**src/logic/kernel_ctrl_pkg.sv**
```systemverilog
`default_nettype none

package kernel_ctrl_pkg;

  //////////////////////////////////////////////////
  // Bus and register geometry
  //////////////////////////////////////////////////
  localparam int WORD_W     = 32;
  localparam int ARG_NUM    = 8;
  localparam int REG_IDX_LO = 2;  // Word addressed
  localparam int REG_IDX_W  = $clog2(ARG_NUM);

  typedef logic [WORD_W-1:0]    word_t;
  typedef logic [31:0]          addr_t;
  typedef logic [REG_IDX_W-1:0] reg_idx_t;

  // Kernel register map
  localparam reg_idx_t REG_CMD       = reg_idx_t'(0);
  localparam reg_idx_t REG_OPCODE    = reg_idx_t'(1);
  localparam reg_idx_t REG_DATA0     = reg_idx_t'(2);
  localparam reg_idx_t REG_DATA1     = reg_idx_t'(3);
  localparam reg_idx_t REG_DELAY     = reg_idx_t'(4);
  localparam reg_idx_t REG_WD_CLEAR  = reg_idx_t'(5);
  localparam reg_idx_t REG_WD_ENABLE = reg_idx_t'(6);

  localparam word_t CMD_RESET_VALUE = 32'hDEADBEEF;

  //////////////////////////////////////////////////
  // State machines
  //////////////////////////////////////////////////
  typedef enum logic {LAUNCH_IDLE, LAUNCH_COUNT} launch_state_t;

  typedef enum logic {RD_IDLE, RD_RESP} rd_state_t;

endpackage

`default_nettype wire

```
**src/logic/axil_reg_slave.sv**
```systemverilog
`timescale 1ns/1ns
`default_nettype none

module axil_reg_slave (
  input  wire logic                   clk,
  input  wire logic                   rstn,
  // Read address and data
  input  wire logic                   arvalid_i,
  input  wire kernel_ctrl_pkg::addr_t araddr_i,
  input  wire logic                   rready_i,
  // Write address, data and response
  input  wire logic                   awvalid_i,
  input  wire kernel_ctrl_pkg::addr_t awaddr_i,
  input  wire logic                   wvalid_i,
  input  wire kernel_ctrl_pkg::word_t wdata_i,
  input  wire logic                   bready_i,
  // Core status words
  input  wire kernel_ctrl_pkg::word_t state0_i,
  input  wire kernel_ctrl_pkg::word_t state1_i,
  input  wire kernel_ctrl_pkg::word_t state2_i,
  input  wire kernel_ctrl_pkg::word_t state3_i,
  output logic                        arready_o,
  output logic                        rvalid_o,
  output kernel_ctrl_pkg::word_t      rdata_o,
  output logic                        awready_o,
  output logic                        wready_o,
  output logic                        bvalid_o,
  output logic                        cmd_new_o,
  output kernel_ctrl_pkg::word_t      opcode_o,
  output kernel_ctrl_pkg::word_t      data0_o,
  output kernel_ctrl_pkg::word_t      data1_o,
  output kernel_ctrl_pkg::word_t      delay_o,
  output logic                        wd_clear_o,
  output logic                        wd_enable_o
);

  import kernel_ctrl_pkg::*;

  rd_state_t rd_state;
  reg_idx_t  rd_idx;
  word_t     rd_mux;
  word_t     rdata_q;

  logic      awready_q;
  logic      wready_q;
  logic      waddr_got;
  logic      wdata_got;
  logic      bvalid_q;
  logic      cmd_new_q;
  reg_idx_t  wr_idx;
  word_t     wr_data;

  word_t     kreg [ARG_NUM];

  //////////////////////////////////////////////////
  // Read channel
  //////////////////////////////////////////////////
  assign rd_idx = araddr_i[REG_IDX_LO +: REG_IDX_W];

  always_comb begin
    case (rd_idx)
      REG_CMD:    rd_mux = kreg[REG_CMD];
      REG_OPCODE: rd_mux = state0_i;  // Status words sit behind 1..4
      REG_DATA0:  rd_mux = state1_i;
      REG_DATA1:  rd_mux = state2_i;
      REG_DELAY:  rd_mux = state3_i;
      default:    rd_mux = '0;
    endcase
  end

  always_ff @(posedge clk) begin
    if (!rstn) begin
      rd_state <= RD_IDLE;
    end else begin
      case (rd_state)
        RD_IDLE:
          if (arvalid_i) rd_state <= RD_RESP;
        RD_RESP:
          if (rready_i) rd_state <= RD_IDLE;
        default: rd_state <= RD_IDLE;
      endcase
    end
  end

  // Data captured with the address, held until taken
  always_ff @(posedge clk) begin
    if (rd_state == RD_IDLE && arvalid_i) begin
      rdata_q <= rd_mux;
    end
  end

  assign arready_o = (rd_state == RD_IDLE);
  assign rvalid_o  = (rd_state == RD_RESP);
  assign rdata_o   = rdata_q;

  //////////////////////////////////////////////////
  // Write channels
  //////////////////////////////////////////////////
  always_ff @(posedge clk) begin
    if (!rstn) begin
      awready_q <= 1'b1;
      wready_q  <= 1'b1;
      waddr_got <= 1'b0;
      wdata_got <= 1'b0;
      bvalid_q  <= 1'b0;
      cmd_new_q <= 1'b0;
    end else begin
      cmd_new_q <= 1'b0;
      if (awready_q && awvalid_i) begin
        awready_q <= 1'b0;
        waddr_got <= 1'b1;
      end
      if (wready_q && wvalid_i) begin
        wready_q  <= 1'b0;
        wdata_got <= 1'b1;
      end
      if (waddr_got && wdata_got) begin
        waddr_got <= 1'b0;
        wdata_got <= 1'b0;
        bvalid_q  <= 1'b1;
        cmd_new_q <= (wr_idx == REG_CMD);
      end
      if (bvalid_q && bready_i) begin
        bvalid_q  <= 1'b0;
        awready_q <= 1'b1;  // Both channels reopen together
        wready_q  <= 1'b1;
      end
    end
  end

  always_ff @(posedge clk) begin
    if (awready_q && awvalid_i) wr_idx <= awaddr_i[REG_IDX_LO +: REG_IDX_W];
    if (wready_q && wvalid_i) wr_data <= wdata_i;
  end

  // Kernel registers
  always_ff @(posedge clk) begin
    if (!rstn) begin
      for (int i = 0; i < ARG_NUM; i++) begin
        kreg[i] <= '0;
      end
      kreg[REG_CMD] <= CMD_RESET_VALUE;
    end else if (waddr_got && wdata_got) begin
      case (wr_idx)
        REG_WD_CLEAR, REG_WD_ENABLE: kreg[wr_idx] <= word_t'(wr_data[0]);  // Flag bit only
        default:                     kreg[wr_idx] <= wr_data;
      endcase
    end
  end

  assign awready_o   = awready_q;
  assign wready_o    = wready_q;
  assign bvalid_o    = bvalid_q;
  assign cmd_new_o   = cmd_new_q;
  assign opcode_o    = kreg[REG_OPCODE];
  assign data0_o     = kreg[REG_DATA0];
  assign data1_o     = kreg[REG_DATA1];
  assign delay_o     = kreg[REG_DELAY];
  assign wd_clear_o  = kreg[REG_WD_CLEAR][0];
  assign wd_enable_o = kreg[REG_WD_ENABLE][0];

endmodule

`default_nettype wire

```
**src/logic/cmd_launcher.sv**
```systemverilog
`timescale 1ns/1ns
`default_nettype none

module cmd_launcher (
  input  wire logic                   clk,
  input  wire logic                   rstn,
  input  wire logic                   cmd_new_i,
  input  wire kernel_ctrl_pkg::word_t delay_i,
  output logic                        cmd_valid_o
);

  import kernel_ctrl_pkg::*;

  launch_state_t state;
  word_t         cnt;

  //////////////////////////////////////////////////
  // Countdown FSM
  //////////////////////////////////////////////////
  always_ff @(posedge clk) begin
    if (!rstn) begin
      state <= LAUNCH_IDLE;
    end else begin
      case (state)
        LAUNCH_IDLE:
          if (cmd_new_i) state <= LAUNCH_COUNT;
        LAUNCH_COUNT:
          if (cnt == '0) state <= LAUNCH_IDLE;
        default: state <= LAUNCH_IDLE;
      endcase
    end
  end

  // New commands while counting are dropped
  always_ff @(posedge clk) begin
    if (state == LAUNCH_IDLE) begin
      if (cmd_new_i) cnt <= delay_i;
    end else begin
      cnt <= cnt - 1'b1;
    end
  end

  // Strobe on the last counting cycle
  assign cmd_valid_o = (state == LAUNCH_COUNT) && (cnt == '0);

endmodule

`default_nettype wire

```
**src/logic/watchdog_reset.sv**
```systemverilog
`timescale 1ns/1ns
`default_nettype none

module watchdog_reset #(
  parameter int unsigned TIMEOUT_CYCLES = 150000000,
  parameter int unsigned PULSE_CYCLES   = 50000
) (
  input  wire logic clk,
  input  wire logic rstn,
  input  wire logic wd_clear_i,
  input  wire logic wd_enable_i,
  output logic      sys_reset_o
);

  localparam int CNT_W   = $clog2(TIMEOUT_CYCLES + 1);
  localparam int PULSE_W = $clog2(PULSE_CYCLES + 1);

  localparam logic [CNT_W-1:0]   CNT_LAST  = CNT_W'(TIMEOUT_CYCLES - 1);
  localparam logic [PULSE_W-1:0] PULSE_LEN = PULSE_W'(PULSE_CYCLES);

  logic [CNT_W-1:0]   count;
  logic [PULSE_W-1:0] pulse_left;
  logic               sys_reset_q;

  //////////////////////////////////////////////////
  // Timeout and pulse counters
  //////////////////////////////////////////////////
  always_ff @(posedge clk) begin
    if (!rstn) begin
      count       <= '0;
      pulse_left  <= '0;
      sys_reset_q <= 1'b0;
    end else begin
      sys_reset_q <= (pulse_left != '0);
      if (pulse_left != '0) pulse_left <= pulse_left - 1'b1;

      if (wd_enable_i && !wd_clear_i) begin
        if (count == CNT_LAST) begin
          count      <= '0;
          pulse_left <= PULSE_LEN;  // Arm the reset pulse
        end else begin
          count <= count + 1'b1;
        end
      end else begin
        count <= '0;  // Held while cleared or disabled
      end
    end
  end

  assign sys_reset_o = sys_reset_q;

endmodule

`default_nettype wire

```
**src/logic/kernel_ctrl_top.sv**
```systemverilog
`timescale 1ns/1ns
`default_nettype none

module kernel_ctrl_top #(
  parameter int unsigned TIMEOUT_CYCLES = 150000000,
  parameter int unsigned PULSE_CYCLES   = 50000
) (
  input  wire logic                   clk,
  input  wire logic                   rstn,
  input  wire logic                   arvalid_i,
  input  wire kernel_ctrl_pkg::addr_t araddr_i,
  input  wire logic                   rready_i,
  input  wire logic                   awvalid_i,
  input  wire kernel_ctrl_pkg::addr_t awaddr_i,
  input  wire logic                   wvalid_i,
  input  wire kernel_ctrl_pkg::word_t wdata_i,
  input  wire logic                   bready_i,
  input  wire kernel_ctrl_pkg::word_t state0_i,
  input  wire kernel_ctrl_pkg::word_t state1_i,
  input  wire kernel_ctrl_pkg::word_t state2_i,
  input  wire kernel_ctrl_pkg::word_t state3_i,
  output logic                        arready_o,
  output logic                        rvalid_o,
  output kernel_ctrl_pkg::word_t      rdata_o,
  output logic                        awready_o,
  output logic                        wready_o,
  output logic                        bvalid_o,
  output logic                        cmd_valid_o,
  output kernel_ctrl_pkg::word_t      cmd_opcode_o,
  output kernel_ctrl_pkg::word_t      cmd_data0_o,
  output kernel_ctrl_pkg::word_t      cmd_data1_o,
  output logic                        sys_reset_o
);

  import kernel_ctrl_pkg::*;

  logic  cmd_new;
  word_t delay;
  logic  wd_clear;
  logic  wd_enable;

  //////////////////////////////////////////////////
  // Register slave, launcher and watchdog
  //////////////////////////////////////////////////
  axil_reg_slave axil_reg_slave_i (
    .clk         (clk),
    .rstn        (rstn),
    .arvalid_i   (arvalid_i),
    .araddr_i    (araddr_i),
    .rready_i    (rready_i),
    .awvalid_i   (awvalid_i),
    .awaddr_i    (awaddr_i),
    .wvalid_i    (wvalid_i),
    .wdata_i     (wdata_i),
    .bready_i    (bready_i),
    .state0_i    (state0_i),
    .state1_i    (state1_i),
    .state2_i    (state2_i),
    .state3_i    (state3_i),
    .arready_o   (arready_o),
    .rvalid_o    (rvalid_o),
    .rdata_o     (rdata_o),
    .awready_o   (awready_o),
    .wready_o    (wready_o),
    .bvalid_o    (bvalid_o),
    .cmd_new_o   (cmd_new),
    .opcode_o    (cmd_opcode_o),  // Payload follows the registers
    .data0_o     (cmd_data0_o),
    .data1_o     (cmd_data1_o),
    .delay_o     (delay),
    .wd_clear_o  (wd_clear),
    .wd_enable_o (wd_enable)
  );

  cmd_launcher cmd_launcher_i (
    .clk         (clk),
    .rstn        (rstn),
    .cmd_new_i   (cmd_new),
    .delay_i     (delay),
    .cmd_valid_o (cmd_valid_o)
  );

  watchdog_reset #(
    .TIMEOUT_CYCLES (TIMEOUT_CYCLES),
    .PULSE_CYCLES   (PULSE_CYCLES)
  ) watchdog_reset_i (
    .clk         (clk),
    .rstn        (rstn),
    .wd_clear_i  (wd_clear),
    .wd_enable_i (wd_enable),
    .sys_reset_o (sys_reset_o)
  );

endmodule

`default_nettype wire

```
**config.mk**
```make
export PLATFORM = sky130hd
export DESIGN_NAME = kernel_ctrl_top
export DESIGN_NICKNAME = d
export VERILOG_FILES = /design/src/logic/kernel_ctrl_pkg.sv /design/src/logic/axil_reg_slave.sv /design/src/logic/cmd_launcher.sv /design/src/logic/watchdog_reset.sv /design/src/logic/kernel_ctrl_top.sv
export SDC_FILE = /design/constraint.sdc
export NUM_CORES = 1
export LEC_CHECK = 0
export ABC_CLOCK_PERIOD_IN_PS = 3650
export BUFFER_PORTS_ARGS = -buffer_cell sky130_fd_sc_hd__buf_2
export CORE_MARGIN = 2
export CORE_UTILIZATION = 48
export CTS_CLUSTER_SIZE = 30
export DETAILED_ROUTE_END_ITERATION = 12
export PLACE_DENSITY = 0.77
export SYNTH_ARGS = -nofsm -noshare
export SYNTH_HDL_FRONTEND = slang
export SYNTH_SLANG_ARGS = --single-unit
```
**constraint.sdc**
```tcl
create_clock -name clk -period 3.65 [get_ports clk]
set_input_delay 0.365 -clock clk [delete_from_list [all_inputs] [get_ports clk]]
set_output_delay 0.365 -clock clk [all_outputs]
set_load 0.005 [all_outputs]
```
# Word-level counts from Yosys, hierarchy flattened
# Memories as Yosys holds them, arrays and structs flattened.
# Index checks and enable logic that the tools add are counted.
[op_classes]
n_addsub = 3
eq_ne = 7
mux = 26
bitwise = 6
reduce_logical = 19
[op_table]
columns = ["operator", "count"]
rows = [
  ["32-bit two-way mux", 5],
  ["32-bit case mux with 5 select lines", 1],
  ["16-bit two-way mux", 3],
  ["32-bit logical NOT", 1],
  ["32-bit OR reduction", 1],
  ["32-bit by 1-bit subtractor with 32-bit output (second input constant)", 1],
  ["28-bit by 1-bit adder with 28-bit output (second input constant)", 1],
  ["28-bit equality test (second input constant)", 1],
  ["16-bit nonzero test", 1],
  ["16-bit by 1-bit subtractor with 16-bit output (second input constant)", 1],
  ["1-bit two-way mux", 14],
  ["3-bit equality test (second input constant)", 3],
  ["1-bit logical AND", 7],
  ["3-bit by 2-bit equality test with 1-bit output (second input constant)", 2],
  ["3-bit logical NOT", 2],
  ["2-bit OR reduction", 3],
  ["1-bit NOT", 4],
  ["1-bit case mux with 2 select lines", 2],
  ["3-bit by 1-bit equality test with 1-bit output (second input constant)", 1],
  ["3-bit two-way mux", 1],
  ["3-bit OR reduction", 1],
  ["1-bit bitwise OR", 2],
  ["2-bit AND reduction", 1],
  ["2-bit nonzero test", 1],
  ["1-bit logical NOT", 1],
]
[totals]
register_bits = 152
mem_bits_rw = 256
input_bits = 231
memories = 1
[mem_list]
columns = ["memory", "words", "width", "rd", "rd_clocked_by_memory_dff", "write_ports", "line", "rtl"]
rows = [
  ["axil_reg_slave_i.kreg", 8, 32, 7, 0, 8, "axil_reg_slave.sv:53", "word_t kreg [ARG_NUM];"],
]

# Longest topological paths before layout
# Gate-level depths: netlist of run 1.
[logic_depth]
depth_word = 9
depth_mapped = 7
mapped_depth_nobuf = 6

# Modules after synthesis
# A second synthesis of run 1 with hierarchy kept.
[hier_totals]
cells_unflattened = 1049
area_unflattened_um2 = 13679.4
[by_module_without_submodules]
columns = ["mod", "instances", "cells_per_inst", "area_per_inst_um2"]
rows = [
  ["axil_reg_slave", 1, 573, 9380.2],
  ["watchdog_reset", 1, 263, 2214.6],
  ["cmd_launcher", 1, 213, 2084.5],
]

# Least setup slack after synthesis of run 1
# No wires, ideal clock.
[synth_path]
path_kind = "reg2reg"
from = "reg axil_reg_slave_i.wr_idx[0]"
to = "mem axil_reg_slave_i.kreg[2][0] (netlist bit) (enable)"
setup_ns = 0.466
arrival_time_ns = 3.085
t_required_ns = 3.184
path_slack_ns = 0.100
path_stages_with_launch = 4
path_buffers = 0
synth_period_minus_slack_ns = 3.550
path_cell_list = "edfxtp_1 > and4b_1 > nand2_1 > o21ai_0"
[synth_rtl]
columns = ["element", "line", "rtl"]
rows = [
  ["from (decl)", "axil_reg_slave.sv:50", "reg_idx_t wr_idx;"],
  ["from (signal assigned)", "axil_reg_slave.sv:132", "if (awready_q && awvalid_i) wr_idx <= awaddr_i[REG_IDX_LO +: REG_IDX_W];"],
  ["to (decl)", "axil_reg_slave.sv:53", ""],
]

# Final worst setup path of run 1
[layout_path]
from = "reg cmd_launcher_i.cnt[10]"
to = "out cmd_valid_o"
[layout_between]
elab_chain_cells = 2
[layout_rtl]
columns = ["element", "line", "rtl"]
rows = [
  ["from (decl)", "cmd_launcher.sv:15", "word_t cnt;"],
  ["from (signal assigned)", "cmd_launcher.sv:37", "if (cmd_new_i) cnt <= delay_i;"],
  ["from (signal assigned)", "cmd_launcher.sv:39", "cnt <= cnt - 1'b1;"],
  ["32-bit logical NOT", "cmd_launcher.sv:44", "assign cmd_valid_o = (state == LAUNCH_COUNT) && (cnt == '0);"],
  ["1-bit logical AND", "cmd_launcher.sv:44", ""],
  ["to (decl)", "kernel_ctrl_top.sv:28", "output logic cmd_valid_o,"],
]
# No other way between the ends.

==> results of run 1 <==
==> metrics by stage <==
stage / area [um2] / hold slack, ns / std cells / power (mW) / setup WS, ns
floorplan: 13700 / 0.426 / 1113 / 4.99 / 0.0998
global placement: 15700 / 0.438 / 1758 / 5.35 / 1.08
detailed placement: 15700 / 0.468 / 1758 / 5.40 / 1.06
CTS: 17000 / 0.00988 / 1852 / 8.49 / 0.459
global route: 17000 / 0.0166 / 1852 / 8.79 / 0.368
finish: 17000 / 0.0287 / 1852 / 8.47 / 0.497
==> cell type report <==
cell class                 instances  area, um2
inverter                          16       60.1
multi-input combinational        723       4550
timing repair buffer             364       2060
clock buffer                      45        891
sequential                       314       8900
tap                              378        473
fill                            2216      10900
clock inverter                    12       92.6
==> Yosys cell counts (all sizes together), types with 4 or more instances <==
master and instances:
nor4 13, o21ai 49, nand3 26, mux2i 31
a31oi 22, inv 16, buf 9, o311ai 4
edfxtp 261, xnor2 8, nor3 17, nand4 17
o41ai 4, dfxtp 53, nor2b 4, nand2 107
xor2 15, o31ai 24, nor3b 5, and4 4
clkbuf 51, and3 11, nand2b 14, or4 40
nor2 57, a21oi 43, or3 15, and2 130
a221o 31, or4b 5, ha 4
==> cell usage in the layout (no fill, tap or decap), drive strengths merged, types with 37 or more instances in the layout <==
cell         Yosys  routed
dlygate4sd3      0      37
nor2            57      57
dfxtp           53      53
o21ai           49      49
edfxtp         261     261
nand2          107     107
clkbuf          51      45
buf              9     327
or4             40      40
a21oi           43      43
and2           130     130
==> power by group through the flow <==
stage                     Sequential, mW  Combinational [mW]  Clock [mW]
after floorplan                     4.29               0.702           0
after global placement              4.34                1.01           0
after detailed placement            4.35                1.05           0
after CTS                           4.27                1.09        3.13
after global routing                4.30                1.21        3.28
final                               4.27                1.10        3.10
==> routing by layer <==
metal	vias up	routed length (um)	track usage
met3	85	2950	0.0440
li1	4873	-	-
met4	2	1350	0.0900
met1	5044	14500	0.303
met2	501	18900	0.433
met5	-	16	0
==> flip-flops by register name (all words and copies together) (netlist names) <==
name	cells
axil_reg_slave_i.kreg	162
axil_reg_slave_i.rdata_o	32
axil_reg_slave_i.wr_data	32
cmd_launcher_i.cnt	32
watchdog_reset_i.count	28
watchdog_reset_i.pulse_left	16
axil_reg_slave_i.wr_idx	3
axil_reg_slave_i.awready_o	1
axil_reg_slave_i.bvalid_o	1
axil_reg_slave_i.cmd_new_o	1
axil_reg_slave_i.rvalid_o	1
axil_reg_slave_i.waddr_got	1
axil_reg_slave_i.wdata_got	1
axil_reg_slave_i.wready_o	1
cmd_launcher_i.state	1
watchdog_reset_i.sys_reset_o	1
==> kinds of logic after synthesis <==
| family | after synthesis |
|---|---|
| flops | 314 |
| simple gates | 475 |
| buf+inv | 76 |
| xor+xnor | 23 |
| mux | 35 |
| compound gates | 186 |
| fa+ha+maj | 4 |
==> how the worst max path moves through the flow <==
stage	slack [ns]	cells after the start	to
global route	0.37	5	cmd_valid_o
finish	0.50	5	cmd_valid_o
CTS	0.46	5	cmd_valid_o
detailed placement	1.06	5	cmd_valid_o
floorplan	0.1	3	axil_reg_slave_i.kreg[2][0]
global placement	1.08	5	cmd_valid_o
==> results.ini, run 1 <==
[status]
outcome=completed

[power]
power_frac_seq=0.505
p_leak_nw=6.46
p_switching_mw=2.13
swShare=0.251
vdd_drop_max_mv=0.531
p_comb_frac=0.130
clockPowerShare=0.366
powerDensity_nw_per_um2=498
p_int_mw=6.34

[grt]
grt_overflow=0
grt_max_degree=40
grt_pass1_vias=10400
antenna_found_initial=2
grt_usage=0.246
grt_pass1_wl_mm=57.8

[critical_path]
path_max_fanout=27
rr_worst_depth=6
path_delay_family=simple AND/OR/NAND/NOR gates
cp_slowest_stage_delay_ns=0.47
r2r_start=cmd_launcher_i.cnt[0]
cp.required_ns=3.28
crit_slowest_cell=nor4_1
cp_cell_sequence=or3_1, or4_1, buf_4, nor4_1, buf_2
reg2reg_slack_ns=1.13
critPathArrivalTime_ns=2.79
critPathCaptureType=output port
regToRegEndpoint=cmd_launcher_i.cnt[30]
startpoint=cmd_launcher_i.cnt[10]
path_class=flop to output port
cp-start-kind=flop
crit_buf_inv=2

[clock_network]
clockBufferDepth=3
cts_resized=0
cts_sinks=314
htree_levels=1
clkLatencyLatePin_ns=0.56
cts-hold-fix-buffers=37
root_buffer=clkbuf_16
cts_made_buffers=31
cts_tree=built
post_cts_buffers=0
clk_pin_slew_ns=0.06

[yosys]
ys_ff_latch=314
synth_top_cell_area_share=0.573
synth_ff_type=edfxtp_1
yosys.area_share.adder=0.00366
synthesis.instances=1113
synth_warnings=0
synthTopCellsByArea=edfxtp_1 57%, dfxtp_1 7.8%, and2_1 5.9%
async_flop_share=0
synth_area_um2=13700
synth_top_family_by_area=simple AND/OR/NAND/NOR gates
synthMuxAreaShare=0.0268
avgSynthCellArea_um2=12.3
synth_top_cell_by_area=edfxtp_1
syn_nets=1348
yosys.area_share.simple=0.192
synth_xor_area_frac=0.0147
ys_types=54
yosysSeqAreaShare=0.650
synth_edf_count=261
synth_compound_area_frac=0.0900

[timing]
period_share=0.864
slew_headroom=0.279
tns_ns=0
final_max_slew_viol_count=0
tightest_slew_ns=1.08
setup_viol=0
max_freq_mhz=317
rsz0062_at_grt=false
hold_viol_final=0
finClkSkew_ns=0.00942
layout_min_cycle_time_ns=3.15

[route]
initialDrtViolationCount=999
post-route-drc-count=0
via_per_inst=5.67
wl_per_cell_um=20.4
routed_wl_mm=37.8
drtPass1Iterations=5
ant_nets=0
dr_total_vias=10500

[worst_hold_path]
min_path_cells=1
hold_class=input pin to flop
min-delay-start=wdata_i[12]
min_to=axil_reg_slave_i.wr_data[12]

[die]
dieArea_um2=29900
core_area_um2=27900
rows=61
top_level_ports=366
die_h_um=173
start_util=0.490
dieWidth_um=173

[place]
io_buffers=307
dp_hpwl_mm=26.0
gp_congestion=0.886

[final_layout]
finalNetCount=1685
diodes=0
area_delta_synth_final_pct=24.3
final_util=0.609
final_layout_size_suffix_gt1_frac=0.271

[run]
maxCapViolations=0

No activity file was read; power rests on OpenSTA's default activity.
==> run 2, diff against run 1 <==
REMOVE_ABC_BUFFERS = 1   (was default)
==> run 2 against run 1 <==
Compared with the run above: sequential cell count did not move; utilization fell by 0.73 points; first-iteration DRC count fell by 16%; fmax fell by 4.2%; cell area fell by 1.2%; clock power rose by 16%; power rose by 5.4%; critical path depth fell by 1; cell count fell by 2.0%; sequential share of layout area rose by 0.64 points; clock skew rose by 0.0084 ns; worst setup slack got worse by 0.14 ns; highest routed layer unchanged.
==> results.ini, run 2 (same netlist as run 1, synthesis figures left out) <==
[status]
outcome=completed  ; unchanged

[grt]
grt_overflow=0  ; unchanged
grt_usage=0.234  ; was 0.246
grt_max_degree=64  ; was 40
grt_pass1_vias=9713  ; was 10400
grt_pass1_wl_mm=54.5  ; was 57.8 mm
antenna_found_initial=2  ; unchanged

[worst_hold_path]
hold_class=input pin to flop  ; unchanged
min-delay-start=wdata_i[3]  ; was wdata_i[12]
min_path_cells=1  ; unchanged
min_to=axil_reg_slave_i.wr_data[3]  ; was axil_reg_slave_i.wr_data[12]

[final_layout]
largest_reg_flops=162  ; unchanged
final_layout_size_suffix_gt1_frac=0.281  ; was 0.271
top_register=axil_reg_slave_i.kreg  ; unchanged
final_cell_mix=307 x buf_2, 261 x edfxtp_1, 129 x and2_1, 107 x nand2_1, 56 x nor2_1  ; unchanged
fill_cells=2210  ; was 2216
final_common_cell=buf_2  ; unchanged
finalNetCount=1646  ; was 1685
area_delta_synth_final_pct=22.8  ; was 24.3%

[timing]
setup_slack_ns=0.359  ; was 0.497 ns
final_max_slew_viol_count=0  ; unchanged
finClkSkew_ns=0.0178  ; was 0.00942 ns
tightest_slew_ns=1.12  ; was 1.08 ns
hold_viol_final=0  ; unchanged
hold_ws_ns=0.0287  ; about the same
period_share=0.902  ; was 0.864
layout_min_cycle_time_ns=3.29  ; was 3.15 ns
max_freq_mhz=304  ; was 317 MHz
slew_headroom=0.254  ; was 0.279
rsz0062_at_grt=false  ; unchanged
setup_viol=0  ; unchanged

[place]
pre_cts_ws_ns=0.987  ; was 1.06 ns
gp_congestion=0.895  ; was 0.886
io_buffers=307  ; unchanged
dp_hpwl_mm=25.0  ; was 26.0 mm

[die]
dieWidth_um=173  ; unchanged
start_util=0.490  ; unchanged
core_area_um2=27900  ; unchanged
top_level_ports=366  ; unchanged
rows=61  ; unchanged
die_h_um=173  ; unchanged
dieArea_um2=29900  ; unchanged

[route]
ant_nets=0  ; unchanged
wl_per_cell_um=19.8  ; was 20.4 um
via_per_inst=5.61  ; was 5.67
drtPass1Iterations=5  ; unchanged
post-route-drc-count=0  ; unchanged
initialDrtViolationCount=837  ; was 999
dr_total_vias=10200  ; was 10500
routed_wl_mm=36.0  ; was 37.8 mm

[critical_path]
cp_slowest_stage_delay_ns=0.80  ; was 0.47 ns
cp_cell_sequence=or3_1, or4_1, nor4_1, buf_2  ; was or3_1, or4_1, buf_4, nor4_1, buf_2
critPathCaptureType=output port  ; unchanged
path_class=flop to output port  ; unchanged
r2r_start=cmd_launcher_i.cnt[10]  ; was cmd_launcher_i.cnt[0]
reg2reg_slack_ns=1.01  ; was 1.13 ns
rr_worst_depth=4  ; was 6
path_delay_family=simple AND/OR/NAND/NOR gates  ; unchanged
crit_buf_inv=1  ; was 2
cp-start-kind=flop  ; unchanged
cp.required_ns=3.28  ; about the same
regToRegEndpoint=cmd_launcher_i.cnt[20]  ; was cmd_launcher_i.cnt[30]
path_max_fanout=27  ; unchanged
crit_slowest_cell=or4_1  ; was nor4_1
critPathArrivalTime_ns=2.93  ; was 2.79 ns

[clock_network]
clkLatencyLatePin_ns=0.51  ; was 0.56 ns
clk_pin_slew_ns=0.06  ; about the same
cts_made_buffers=34  ; was 31
root_buffer=clkbuf_16  ; unchanged
post_cts_buffers=0  ; unchanged
cts-hold-fix-buffers=0  ; was 37
clockBufferDepth=3  ; unchanged
cts_sinks=314  ; unchanged
cts_tree=built  ; unchanged
cts_resized=0  ; unchanged
htree_levels=2  ; was 1

[run]
maxCapViolations=0  ; unchanged

[power]
vdd_drop_max_mv=0.328  ; was 0.531 mV
powerDensity_nw_per_um2=531  ; was 498 nW/um2
p_leak_nw=6.38  ; was 6.46 nW

## run 2: cell types whose count changed in the layout (fill, tap and decap cells not counted), moves of 2 or more
cell and delta:
buf_4 -6, bufinv_16 +4, clkbuf_1 -5, clkbuf_16 +2
clkbuf_8 +2, dlygate4sd3_1 -37, inv_6 +3
## run 2: routing by layer
metal | up-vias | GRT usage | wire, um
met5 | - | 0 | 13
met4 | 2 | 0.0876 | 1160
met3 | 71 | 0.0422 | 2560
met2 | 471 | 0.398 | 17700
met1 | 4848 | 0.299 | 14600
li1 | 4794 | - | -
## run 2: layout make-up
cell class | instances | area, um2 | share of cell area
inverters | 16 | 60.1 | 0.00357
clock inverters | 17 | 221 | 0.0132
repair buffers | 322 | 1660 | 0.0988
diodes | 1 | 2.50 | 0.000149
well taps | 378 | 473 | 0.0281
flip-flops and latches | 314 | 8900 | 0.529
clock buffers | 44 | 950 | 0.0565
multi-input cells | 723 | 4550 | 0.270
## run 2: worst max path at each step
| stage | start | to | slack (ns) | cells after the start |
|---|---|---|---|---|
| global placement | cmd_launcher_i.cnt[10] | cmd_valid_o | 1.05 | 4 |
| CTS | cmd_launcher_i.cnt[10] | cmd_valid_o | 0.44 | 4 |
| floorplan | axil_reg_slave_i.wr_idx[0] | axil_reg_slave_i.kreg[2][0] | -0.03 | 3 |
| global route | cmd_launcher_i.cnt[10] | cmd_valid_o | 0.24 | 4 |
| detailed placement | cmd_launcher_i.cnt[10] | cmd_valid_o | 0.99 | 4 |
| finish | cmd_launcher_i.cnt[10] | cmd_valid_o | 0.36 | 4 |
## run 2: power breakdown
group / internal [mW] / switching [mW] / leakage (nW)
logic: 0.460 / 0.594 / 2.85
clock network: 2.20 / 1.39 / 0.579
registers: 4.10 / 0.187 / 2.96
## run 2: per-stage QoR
step                 util  TNS [ns]  cells  cell area, um2  power, mW
floorplan               -    -0.927   1053           13400       4.97
global placement    0.560         0   1753           15600       5.35
detailed placement  0.560         0   1753           15600       5.39
CTS                 0.602         0   1814           16800       8.97
global route        0.602         0   1814           16800       9.25
finish              0.602         0   1815           16800       8.93
